[config.mk]
export PLATFORM = sky130hd
export DESIGN_NAME = exStageTop
export DESIGN_NICKNAME = d
export VERILOG_FILES = /design/src/exPkg.sv /design/src/memPkg.sv /design/src/exAlu.sv /design/src/exCtrl.sv /design/src/exMemPort.sv /design/src/exMul.sv /design/src/exStageTop.sv /design/src/exWriteback.sv
export SDC_FILE = /design/constraint.sdc
export NUM_CORES = 2
export LEC_CHECK = 0
export BUFFER_PORTS_ARGS = -buffer_cell sky130_fd_sc_hd__clkbuf_2
export CORE_ASPECT_RATIO = 0.6
export CORE_MARGIN = 2
export CORE_UTILIZATION = 60
export CTS_BUF_LIST = sky130_fd_sc_hd__clkbuf_16
export CTS_CLUSTER_DIAMETER = 100
export DETAILED_ROUTE_END_ITERATION = 7
export MAX_ROUTING_LAYER = met4
export PLACE_DENSITY = 0.79
export SETUP_SLACK_MARGIN = 0.1
export SLEW_MARGIN = 20
export SYNTH_ARGS = -nofsm -noshare
export SYNTH_HDL_FRONTEND = slang
export SYNTH_HIERARCHICAL = 1
export SYNTH_SLANG_ARGS = --single-unit
[constraint.sdc]
create_clock -name clock -period 62.5 [get_ports clock]
set_input_delay 6.25 -clock clock [delete_from_list [all_inputs] [get_ports clock]]
set_output_delay 6.25 -clock clock [all_outputs]
set_load 0.01 [all_outputs]
[src/exPkg.sv]
// Execute op encodings; sr bit 0 is T and bit 1 is carry, only 6-bit register ids are modelled
`default_nettype none

package exPkg;

	// Micro-op codes
	typedef enum logic [3:0] {
		cmdNop   = 4'd0,
		cmdAdd   = 4'd1,
		cmdSub   = 4'd2,
		cmdAnd   = 4'd3,
		cmdOr    = 4'd4,
		cmdXor   = 4'd5,
		cmdCmpEq = 4'd6,
		cmdCmpGt = 4'd7,	// Signed compare
		cmdMul   = 4'd8,
		cmdLoad  = 4'd9,
		cmdStore = 4'd10
	} uCmd_t;

	// Predicate, tested against T in EX2
	typedef enum logic [1:0] {
		predAlways  = 2'd0,
		predNever   = 2'd1,
		predIfTrue  = 2'd2,
		predIfFalse = 2'd3
	} pred_t;

	// Multiply variants
	typedef enum logic [1:0] {
		mulLowS  = 2'd0,	// Low half to rd, sign-extended
		mulLowU  = 2'd1,	// Low half to rd, zero-extended
		mulWideS = 2'd2,	// Full product to DLR/DHR, DHR sign-extended
		mulWideU = 2'd3	// Full product to DLR/DHR, zero-extended
	} mulMode_t;

	// Writeback source select, driven by exCtrl
	localparam logic [1:0] wbCmp  = 2'd0;	// T only, no rd write
	localparam logic [1:0] wbAlu  = 2'd1;	// ALU value and carry
	localparam logic [1:0] wbMul  = 2'd2;	// Product, routed by mulMode
	localparam logic [1:0] wbLoad = 2'd3;	// Load data

	typedef struct packed {
		logic        valid;
		uCmd_t       cmd;
		pred_t       pred;
		mulMode_t    mulMode;
		logic [5:0]  rd;	// Destination id
		logic [63:0] srcA;	// ALU A / base
		logic [63:0] srcB;	// ALU B / index
		logic [63:0] srcC;	// Store data
	} exUop_t;

	typedef struct packed {
		logic        valid;
		logic [5:0]  rd;
		logic [63:0] value;
	} exWb_t;

	typedef struct packed {
		logic [63:0] value;
		logic        carry;
		logic        tFlag;
	} aluRes_t;

endpackage

`default_nettype wire

[src/memPkg.sv]
// Data memory request and status types; 32-bit byte address, one 64-bit word per access
`default_nettype none

package memPkg;

	// Status bit 1 set means not done, bit 0 set with it means failed
	typedef enum logic [1:0] {
		memOk    = 2'b00,	// Done, data valid
		memHold  = 2'b10,	// Still busy
		memFault = 2'b11	// Access failed
	} memStatus_t;

	typedef struct packed {
		logic        valid;
		logic        write;
		logic [31:0] addr;
		logic [63:0] data;	// Store data
	} memReq_t;

	typedef struct packed {
		memStatus_t  status;
		logic [63:0] data;	// Load data, valid on memOk
	} memResp_t;

endpackage

`default_nettype wire
[src/exAlu.sv]
// Combinational 64-bit ALU; SUB carry is a borrow, logic ops clear carry, value is a for compares
`timescale 1ns/100ps
`default_nettype none

module exAlu
	import exPkg::*;
(
	input  wire [63:0] a,
	input  wire [63:0] b,
	input  wire uCmd_t cmd,
	input  wire        carryIn,
	output aluRes_t    res
);

	logic [64:0] sum;	// Carry out in bit 64
	logic [64:0] diff;	// Borrow out in bit 64
	logic        isEq;
	logic        isGt;

	assign sum  = {1'b0, a} + {1'b0, b} + {64'd0, carryIn};
	assign diff = {1'b0, a} - {1'b0, b} - {64'd0, carryIn};
	assign isEq = a == b;
	assign isGt = $signed(a) > $signed(b);

	always_comb begin
		res.value = a;	// Passed through for compares
		res.carry = 1'b0;
		res.tFlag = 1'b0;
		case (cmd)
			cmdAdd: begin
				res.value = sum[63:0];
				res.carry = sum[64];
			end
			cmdSub: begin
				res.value = diff[63:0];
				res.carry = diff[64];
			end
			cmdAnd: res.value = a & b;
			cmdOr:  res.value = a | b;
			cmdXor: res.value = a ^ b;
			cmdCmpEq: res.tFlag = isEq;
			cmdCmpGt: res.tFlag = isGt;
			default: begin
				// MUL and memory ops use other paths
				res.value = a;
			end
		endcase
	end

endmodule

`default_nettype wire

[src/exCtrl.sv]
// EX2 control for one op at a time; mulLatency of 1 gives no multiply hold, fault clears only on reset
`timescale 1ns/100ps
`default_nettype none

module exCtrl
	import exPkg::*, memPkg::*;
#(
	parameter int mulLatency = 3
) (
	input  wire        clock,
	input  wire        rstN,
	input  wire exUop_t ex2Op,
	input  wire        tBit,
	input  wire memStatus_t memStatus,
	output logic       opEnable,
	output logic [1:0] wbSel,
	output logic       exHold,
	output logic       fault
);

	localparam int cntW = $clog2(mulLatency + 1);
	localparam logic [cntW-1:0] mulHoldCycles = cntW'(mulLatency - 1);

	logic            predOk;
	logic            isMul;
	logic            isMem;
	logic            mulHold;
	logic            memWait;
	logic [cntW-1:0] holdCnt;	// Cycles a MUL has held so far

	// Predicate against T as left by the last retired op
	always_comb begin
		case (ex2Op.pred)
			predAlways: predOk = 1'b1;
			predNever:  predOk = 1'b0;
			predIfTrue: predOk = tBit;
			default:    predOk = !tBit;	// predIfFalse
		endcase
	end

	assign opEnable = ex2Op.valid && predOk;
	assign isMul    = ex2Op.cmd == cmdMul;
	assign isMem    = ex2Op.cmd inside {cmdLoad, cmdStore};

	// Hold until the product has walked the multiplier
	assign mulHold = opEnable && isMul && (holdCnt != mulHoldCycles);
	assign memWait = opEnable && isMem && (memStatus == memHold);	// Access not done
	assign exHold  = mulHold || memWait;

	// Writeback source
	always_comb begin
		case (ex2Op.cmd)
			cmdAdd, cmdSub, cmdAnd, cmdOr, cmdXor: wbSel = wbAlu;
			cmdMul:  wbSel = wbMul;
			cmdLoad: wbSel = wbLoad;
			default: wbSel = wbCmp;	// Compares; NOP and STORE never retire with effect
		endcase
	end

	always_ff @(posedge clock) begin
		if (!rstN) begin
			holdCnt <= '0;
		end else if (mulHold) begin
			holdCnt <= holdCnt + 1'b1;
		end else begin
			holdCnt <= '0;	// Ready for the next MUL
		end
	end

	// Sticky memory fault
	always_ff @(posedge clock) begin
		if (!rstN) begin
			fault <= 1'b0;
		end else if (opEnable && isMem && memStatus == memFault) begin
			fault <= 1'b1;
		end
	end

endmodule

`default_nettype wire

[src/exMemPort.sv]
// Data memory port for the EX2 op; one access at a time, request held stable by the EX2 registers
`timescale 1ns/100ps
`default_nettype none

module exMemPort
	import exPkg::*, memPkg::*;
(
	input  wire        clock,
	input  wire        rstN,
	input  wire exUop_t ex2Op,
	input  wire        opEnable,
	input  wire [31:0] addr,
	output memReq_t    memReq,
	input  wire memResp_t memResp,
	output logic [63:0] loadData
);

	logic isLoad;
	logic isStore;
	logic capture;

	assign isLoad  = ex2Op.cmd == cmdLoad;
	assign isStore = ex2Op.cmd == cmdStore;

	// Request lives as long as the op sits in EX2
	always_comb begin
		memReq.valid = opEnable && (isLoad || isStore);
		memReq.write = isStore;
		memReq.addr  = addr;	// Formed in EX1
		memReq.data  = ex2Op.srcC;
	end

	// Take load data on the completing cycle only
	assign capture = memReq.valid && isLoad && memResp.status == memOk;

	// Lines up with the writeback registers at the retire edge
	always_ff @(posedge clock) begin
		if (!rstN) begin
			loadData <= '0;
		end else if (capture) begin
			loadData <= memResp.data;
		end
	end

endmodule

`default_nettype wire

[src/exMul.sv]
// 32x32 multiplier with mulLatency register stages; product is valid mulLatency advancing edges after its operands
`timescale 1ns/100ps
`default_nettype none

module exMul #(
	parameter int mulLatency = 3
) (
	input  wire        clock,
	input  wire        rstN,
	input  wire        advance,
	input  wire [31:0] a,
	input  wire [31:0] b,
	input  wire        signedOp,
	output logic [63:0] product
);

	logic signed [32:0] opA;	// One extra bit for sign or zero extension
	logic signed [32:0] opB;
	logic signed [65:0] fullProd;
	logic [mulLatency-1:0][63:0] stage;	// Stage 0 takes the raw product

	// Extend both operands so one signed multiply covers both variants
	assign opA = {signedOp & a[31], a};
	assign opB = {signedOp & b[31], b};
	assign fullProd = opA * opB;

	always_ff @(posedge clock) begin
		if (!rstN) begin
			stage <= '0;
		end else if (advance) begin
			stage[0] <= fullProd[63:0];	// Low 64 bits exact for both variants
			for (int i = 1; i < mulLatency; i++) begin
				stage[i] <= stage[i-1];	// One product per stage
			end
		end
	end

	assign product = stage[mulLatency-1];

endmodule

`default_nettype wire

[src/exStageTop.sv]
// EX1/EX2 execute pipe; issue must stay stable while exHold is high, carry-in chaining is not supported
`timescale 1ns/100ps
`default_nettype none

module exStageTop
	import exPkg::*, memPkg::*;
#(
	parameter int mulLatency = 3
) (
	input  wire        clock,
	input  wire        rstN,
	input  wire exUop_t issue,
	input  wire        flush,
	output logic       exHold,
	output exWb_t      wb,
	output logic [1:0] sr,
	output logic [63:0] dlr,
	output logic [63:0] dhr,
	output memReq_t    memReq,
	input  wire memResp_t memResp,
	output logic       fault
);

	exUop_t      ex1Op;
	exUop_t      ex2Op;
	logic [31:0] ex2Addr;	// Registered address adder
	aluRes_t     ex1Alu;
	aluRes_t     ex2Alu;
	logic        opEnable;
	logic [1:0]  wbSel;
	logic [63:0] product;
	logic [63:0] loadData;
	logic        mulAdvance;
	logic        memFaulted;
	logic        hasResult;
	logic        retire;

	always_ff @(posedge clock) begin
		if (!rstN) begin
			ex1Op.valid <= 1'b0;
			ex2Op.valid <= 1'b0;
		end else if (!exHold) begin
			ex1Op       <= issue;
			ex2Op       <= ex1Op;
			ex2Op.valid <= ex1Op.valid && !flush;	// Flush kills the EX1 op
			ex2Addr     <= ex1Op.srcA[31:0] + ex1Op.srcB[31:0];
			ex2Alu      <= ex1Alu;
		end else if (flush) begin
			ex1Op.valid <= 1'b0;	// Killed while waiting
		end
	end

	// Keep the multiplier moving while a MUL waits in EX2
	assign mulAdvance = !exHold || (ex2Op.valid && ex2Op.cmd == cmdMul);
	assign memFaulted = memReq.valid && memResp.status == memFault;
	assign hasResult  = !(ex2Op.cmd inside {cmdNop, cmdStore}) && !memFaulted;
	assign retire     = opEnable && !exHold && hasResult;

	exCtrl #(.mulLatency(mulLatency)) i_exCtrl (
		.clock(clock), .rstN(rstN), .ex2Op(ex2Op), .tBit(sr[0]),
		.memStatus(memResp.status), .opEnable(opEnable), .wbSel(wbSel),
		.exHold(exHold), .fault(fault)
	);

	exAlu i_exAlu (
		.a(ex1Op.srcA), .b(ex1Op.srcB), .cmd(ex1Op.cmd),
		.carryIn(1'b0), .res(ex1Alu)	// No add-with-carry op issued
	);

	exMul #(.mulLatency(mulLatency)) i_exMul (
		.clock(clock), .rstN(rstN), .advance(mulAdvance),
		.a(ex1Op.srcA[31:0]), .b(ex1Op.srcB[31:0]),
		.signedOp(ex1Op.mulMode inside {mulLowS, mulWideS}), .product(product)
	);

	exMemPort i_exMemPort (
		.clock(clock), .rstN(rstN), .ex2Op(ex2Op), .opEnable(opEnable),
		.addr(ex2Addr), .memReq(memReq), .memResp(memResp), .loadData(loadData)
	);

	exWriteback i_exWriteback (
		.clock(clock), .rstN(rstN), .retire(retire), .wbSel(wbSel),
		.rd(ex2Op.rd), .aluRes(ex2Alu), .product(product), .mulMode(ex2Op.mulMode),
		.loadData(loadData), .wb(wb), .sr(sr), .dlr(dlr), .dhr(dhr)
	);

endmodule

`default_nettype wire

[src/exWriteback.sv]
// EX2 result registers; retire must be high only for ops with an effect, wb.valid is a one-cycle pulse
`timescale 1ns/100ps
`default_nettype none

module exWriteback
	import exPkg::*;
(
	input  wire        clock,
	input  wire        rstN,
	input  wire        retire,
	input  wire [1:0]  wbSel,
	input  wire [5:0]  rd,
	input  wire aluRes_t aluRes,
	input  wire [63:0] product,
	input  wire mulMode_t mulMode,
	input  wire [63:0] loadData,
	output exWb_t      wb,
	output logic [1:0] sr,	// Bit 0 T, bit 1 carry
	output logic [63:0] dlr,
	output logic [63:0] dhr
);

	logic        writesRd;
	logic [63:0] nextValue;
	logic        wbValid;
	logic [5:0]  wbRd;
	logic [63:0] wbValue;
	logic        loadSel;	// Last rd write came from memory

	always_comb begin
		writesRd  = 1'b0;
		nextValue = aluRes.value;
		case (wbSel)
			wbAlu: writesRd = 1'b1;
			wbMul: begin
				writesRd  = !mulMode[1];	// Wide modes go to DLR/DHR
				nextValue = {{32{product[31] & (mulMode == mulLowS)}}, product[31:0]};
			end
			wbLoad: writesRd = 1'b1;
			default: writesRd = 1'b0;	// Compare, T only
		endcase
	end

	always_ff @(posedge clock) begin
		if (!rstN) begin
			wbValid <= 1'b0;
			loadSel <= 1'b0;
			sr      <= '0;
			dlr     <= '0;
			dhr     <= '0;
		end else begin
			wbValid <= retire && writesRd;
			if (retire) begin
				if (writesRd) begin
					loadSel <= wbSel == wbLoad;
				end
				case (wbSel)
					wbCmp: sr[0] <= aluRes.tFlag;
					wbAlu: sr[1] <= aluRes.carry;	// Logic ops clear it
					wbMul: begin
						if (mulMode[1]) begin
							dlr <= {32'd0, product[31:0]};
							dhr <= {{32{product[63] & (mulMode == mulWideS)}}, product[63:32]};
						end
					end
					default: sr <= sr;	// Loads leave flags alone
				endcase
			end
		end
	end

	always_ff @(posedge clock) begin
		if (retire && writesRd) begin
			wbRd    <= rd;
			wbValue <= nextValue;
		end
	end

	// Load data is registered in the memory port on the same edge
	assign wb = '{valid: wbValid, rd: wbRd, value: loadSel ? loadData : wbValue};

endmodule

`default_nettype wire

Word level (Yosys, flattened, before mapping)
Index checks and enable logic that the tools add are counted.
- equality and inequality tests: 27
- reductions and logical operators: 42
- bitwise operators: 8
- muxes and demuxes: 10
- $lt $le $gt $ge: 1
- $add $sub $neg: 4
- multipliers: 1
- operator list (cell ; count):
    $pmux W64 S5 ; 1
    $mux W64 ; 2
    $add A64 B64 Y65 ; 1
    $sub A64 B64 Y65 ; 1
    $and A64 B64 Y64 ; 1
    $eq A64 B64 Y1 ; 1
    $gt A64 B64 Y1 ; 1
    $mul A33 B33 Y64 ; 1
    $or A64 B64 Y64 ; 1
    $xor A64 B64 Y64 ; 1
    $add A32 B32 Y32 ; 1
    $eq A4 B3 Y1 const B ; 6
    $eq A4 B2 Y1 const B ; 4
    $logic_and A1 B1 Y1 ; 16
    $eq A2 B2 Y1 const B ; 7
    $eq A4 B4 Y1 const B ; 3
    $logic_not A2 Y1 ; 5
    $reduce_and A2 Y1 ; 5
    $eq A4 B1 Y1 const B ; 2
    $logic_not A1 Y1 ; 6
    $pmux W1 S2 ; 3
    $pmux W2 S3 ; 1
    $reduce_bool A2 Y1 ; 3
    $reduce_or A5 Y1 ; 1
    11 further kinds ; 19
- register bits after elaboration: 782
- word-level logic and storage cells: 125

Depth between registers and ports, before layout
- depth after elaboration: 10
- depth in mapped cells: 32
- mapped depth without buffers: 30

Modules after synthesis
The synthesis kept the hierarchy.
- modules (own cells, without submodules) (module ; times used ; area each (sq um) ; cells an instance):
    exMul ; 1 ; 45413.6 ; 4849
    exStageTop ; 1 ; 17161.5 ; 763
    exAlu ; 1 ; 13585.5 ; 2049
    exWriteback ; 1 ; 7071.8 ; 622
    exMemPort ; 1 ; 3392.0 ; 380
    exCtrl ; 1 ; 219.0 ; 27

Least setup slack after synthesis
No wires, ideal clock.
- kind: in2reg
- from: input port memResp[64] (netlist bit)
- to: register ex1Op[0] (netlist bit), enable pin
- setup slack: 32.318 ns
- arrival: 28.738 ns
- library setup time: 1.443 ns
- stages on the path: 3
- required time: 61.057 ns
- cell sequence: nand4b_1 > a21oi_1 > nor2b_1
- word-level cells in the longest chain between the ends: 5
- RTL lines (item ; RTL line ; RTL):
    start, declared ; exStageTop.sv:20 ; input wire memResp_t memResp,
    $eq A2 B2 Y1 ; exCtrl.sv:47 ; assign memWait = opEnable && isMem && (memStatus == memHold);
    $logic_and A1 B1 Y1 ; exCtrl.sv:47 ;
    $logic_or A1 B1 Y1 ; exCtrl.sv:48 ; assign exHold = mulHold || memWait;
    named net exHold ; exStageTop.sv:14 ; output logic exHold,
    $not A1 Y1 (no line) ; n/a ;
    $reduce_and A2 Y1 (no line) ; n/a ;
    end signal, assigned ; exStageTop.sv:43 ; ex1Op <= issue;
    end, declared ; exStageTop.sv:24 ; exUop_t ex1Op;
The timed path passes the listed nets, and every way through them passes these cells.
A chain may end at the register's enable or synchronous reset.

Worst setup path after layout
- from: input port memResp[64] (netlist bit)
- to: output port exHold
- word-level cells in the longest chain between the ends: 3
- RTL lines (item ; RTL line):
    $eq A2 B2 Y1 ; exCtrl.sv:47
    $logic_and A1 B1 Y1 ; exCtrl.sv:47
    $logic_or A1 B1 Y1 ; exCtrl.sv:48
    end, declared ; exStageTop.sv:14
Every way passes these cells.

==> results.yml <==
setup_path:
  path_delay_family: "compound AO/OA/AOI/OAI gates"
  cpMaxStageDelayCell: "a21oi_1"
  cp_cell_sequence: "clkbuf_2, nand4b_1, a21oi_1, clkbuf_2"
  critPathMaxStageDelay_ns: 0.68
  critical_path_depth: 4
  critical_path.startpoint: "memResp[64]"
  path_buf_inv: 2
  critPathLaunchType: "primary input"
  path_class: "primary input to primary output"
  cp-end-kind: "primary output"
  r2r_start: "ex1Op[159]$_DFFE_PP_"
  reg2reg_depth: 27
  crit_path_max_fanout: 8
  cp_common_cell: "clkbuf_2"
  crit_required_ns: 56.25
  critical_path_arrival_ns: 7.50
global_routing:
  antenna_found_initial: 19
  grt_max_degree: 242
  track_usage: 0.397
  grt_pass1_vias: 63800
  overflow: 0
  grt_pass1_wl_mm: 405
clocking:
  clock_path_buffers: 3
  clk_pin_slew_ns: 0.06
  cts.repair.resized: 0
  root_buffer: "clkbuf_16"
  ctsHoldBuffers: 0
  cts_tree: "yes"
  clock_sinks: 782
  postCtsSetupBuffers: 0
  h-tree-depth: 3
  numCtsBuffers: 75
  clk_latency_ns: 0.72
placement:
  place.port_buffers: 544
  dp_cells: 10400
  dpl.hpwl_mm: 200
  gp_congestion: 1.03
  placed_area_um2: 85300
final_layout:
  design_area_um2: 87900
  final_cells: 10500
  drive_gt1_frac: 0.108
  fillers: 11000
  final_nets: 10600
  syn2layout_area_growth_pct: 5.86
routing:
  drtPass1Iterations: 8
  drc_errors: 17
  routed_via_density: 6.05
  routedWlPerCell_um: 25.9
  ant_nets: 0
  drt-initial-drc-count: 8080
  num_vias: 63700
  routed_wl_mm: 273
outcome:
  status: "finished, violations left"
  failed_checks: "DRC"
timing:
  relSlewSlack: 0.0989
  final.min_clock_period_ns: 13.75
  drv_slew: 0
  tns_ns: 0
  hold_viol: 0
  skew_ns: 0.0480
  finalCritPeriodShare: 0.220
  setup_violations: 0
  rsz0062_at_grt: "no"
  worst_pin_slew_ns: 1.35
  timing.fmax_mhz: 72.7
synth:
  ys_warn_count: 6
  syn_inst: 8562
  avgSynthCellArea_um2: 9.69
  syn_area_um2: 83000
floorplan:
  initial_core_util: 0.606
  die_area_um2: 141000
  die_width_um: 484
  ios: 577
  rows: 105
  die_y_um: 292
  core-area_um2: 137000
min_path:
  hp-start: "ex1Op[16]$_DFFE_PP_"
  hold_path_class: "flip-flop to flip-flop"
  holdPathStages: 0
job:
  drv_cap: 0
[metrics by stage]
stage	hold WS, ns	utilization	worst slack, ns
2_1_floorplan	0.400	-	38.14
4_1_cts	0.395	0.641	48.80
5_1_grt	0.402	0.641	48.72
3_3_place_gp	0.400	0.623	48.83
3_5_place_dp	0.405	0.623	48.81
6_report	0.388	0.641	48.75
[state kept, by name, summed over array words and instances (netlist names)]
| name | count |
|---|---|
| i_exWriteback/dhr | 33 |
| i_exWriteback/wbValid | 1 |
| ex2Op | 79 |
| ex1Op | 207 |
| i_exCtrl/holdCnt | 2 |
| i_exMemPort/loadData | 64 |
| i_exWriteback/wbValue | 64 |
| i_exCtrl/fault | 1 |
| ex2Addr | 32 |
| i_exWriteback/loadSel | 1 |
| i_exWriteback/wbRd | 6 |
| i_exMul/stage | 128 |
| ex2Alu | 66 |
| i_exMul/product | 64 |
| i_exWriteback/sr | 2 |
| i_exWriteback/dlr | 32 |
[per-layer routing]
| layer | global-route usage | wire length [um] |
|---|---|---|
| met1 | 0.570 | 116000 |
| met3 | 0.186 | 45900 |
| met5 | - | 0 |
| met2 | 0.497 | 104000 |
| met4 | 0.0958 | 7470 |
[layout by cell type, fill, tap and decap left out, types with 98 or more instances in the layout]
cell type / n
a21o_1: 98
a21oi_1: 390
and2_1: 362
buf_4: 102
clkbuf_2: 543
dfxtp_1: 329
edfxtp_1: 452
fa_1: 1130
ha_1: 562
inv_1: 1391
mux2i_1: 342
nand2_1: 1171
nor2_1: 206
nor2b_1: 207
o21ai_0: 181
xnor2_1: 157
[area by class of cell]
class                   count  area (um^2)  area share
flip-flops and latches    782        20200       0.230
multi-input cells        5746        54100       0.616
clock inverters            63          602     0.00685
well taps                1819         2280      0.0259
inverters                1380         5180      0.0590
clock buffers              76         1900      0.0216
diodes                     14         35.0    0.000399
repair buffers            649         3560      0.0405
[worst paths after layout]
check	endpoint	slack [ns]
worst max register to register	i_exMul/stage[58]$_SDFFE_PN0P_	52.58
worst min register to register	ex2Op[16]$_DFFE_PP_	0.39
worst min-delay path	ex2Op[16]$_DFFE_PP_	0.39
worst max-delay path	exHold	48.75
Power is not shown: default switching activity piles up to over one toggle a cycle in this logic, so the estimate is an artifact.
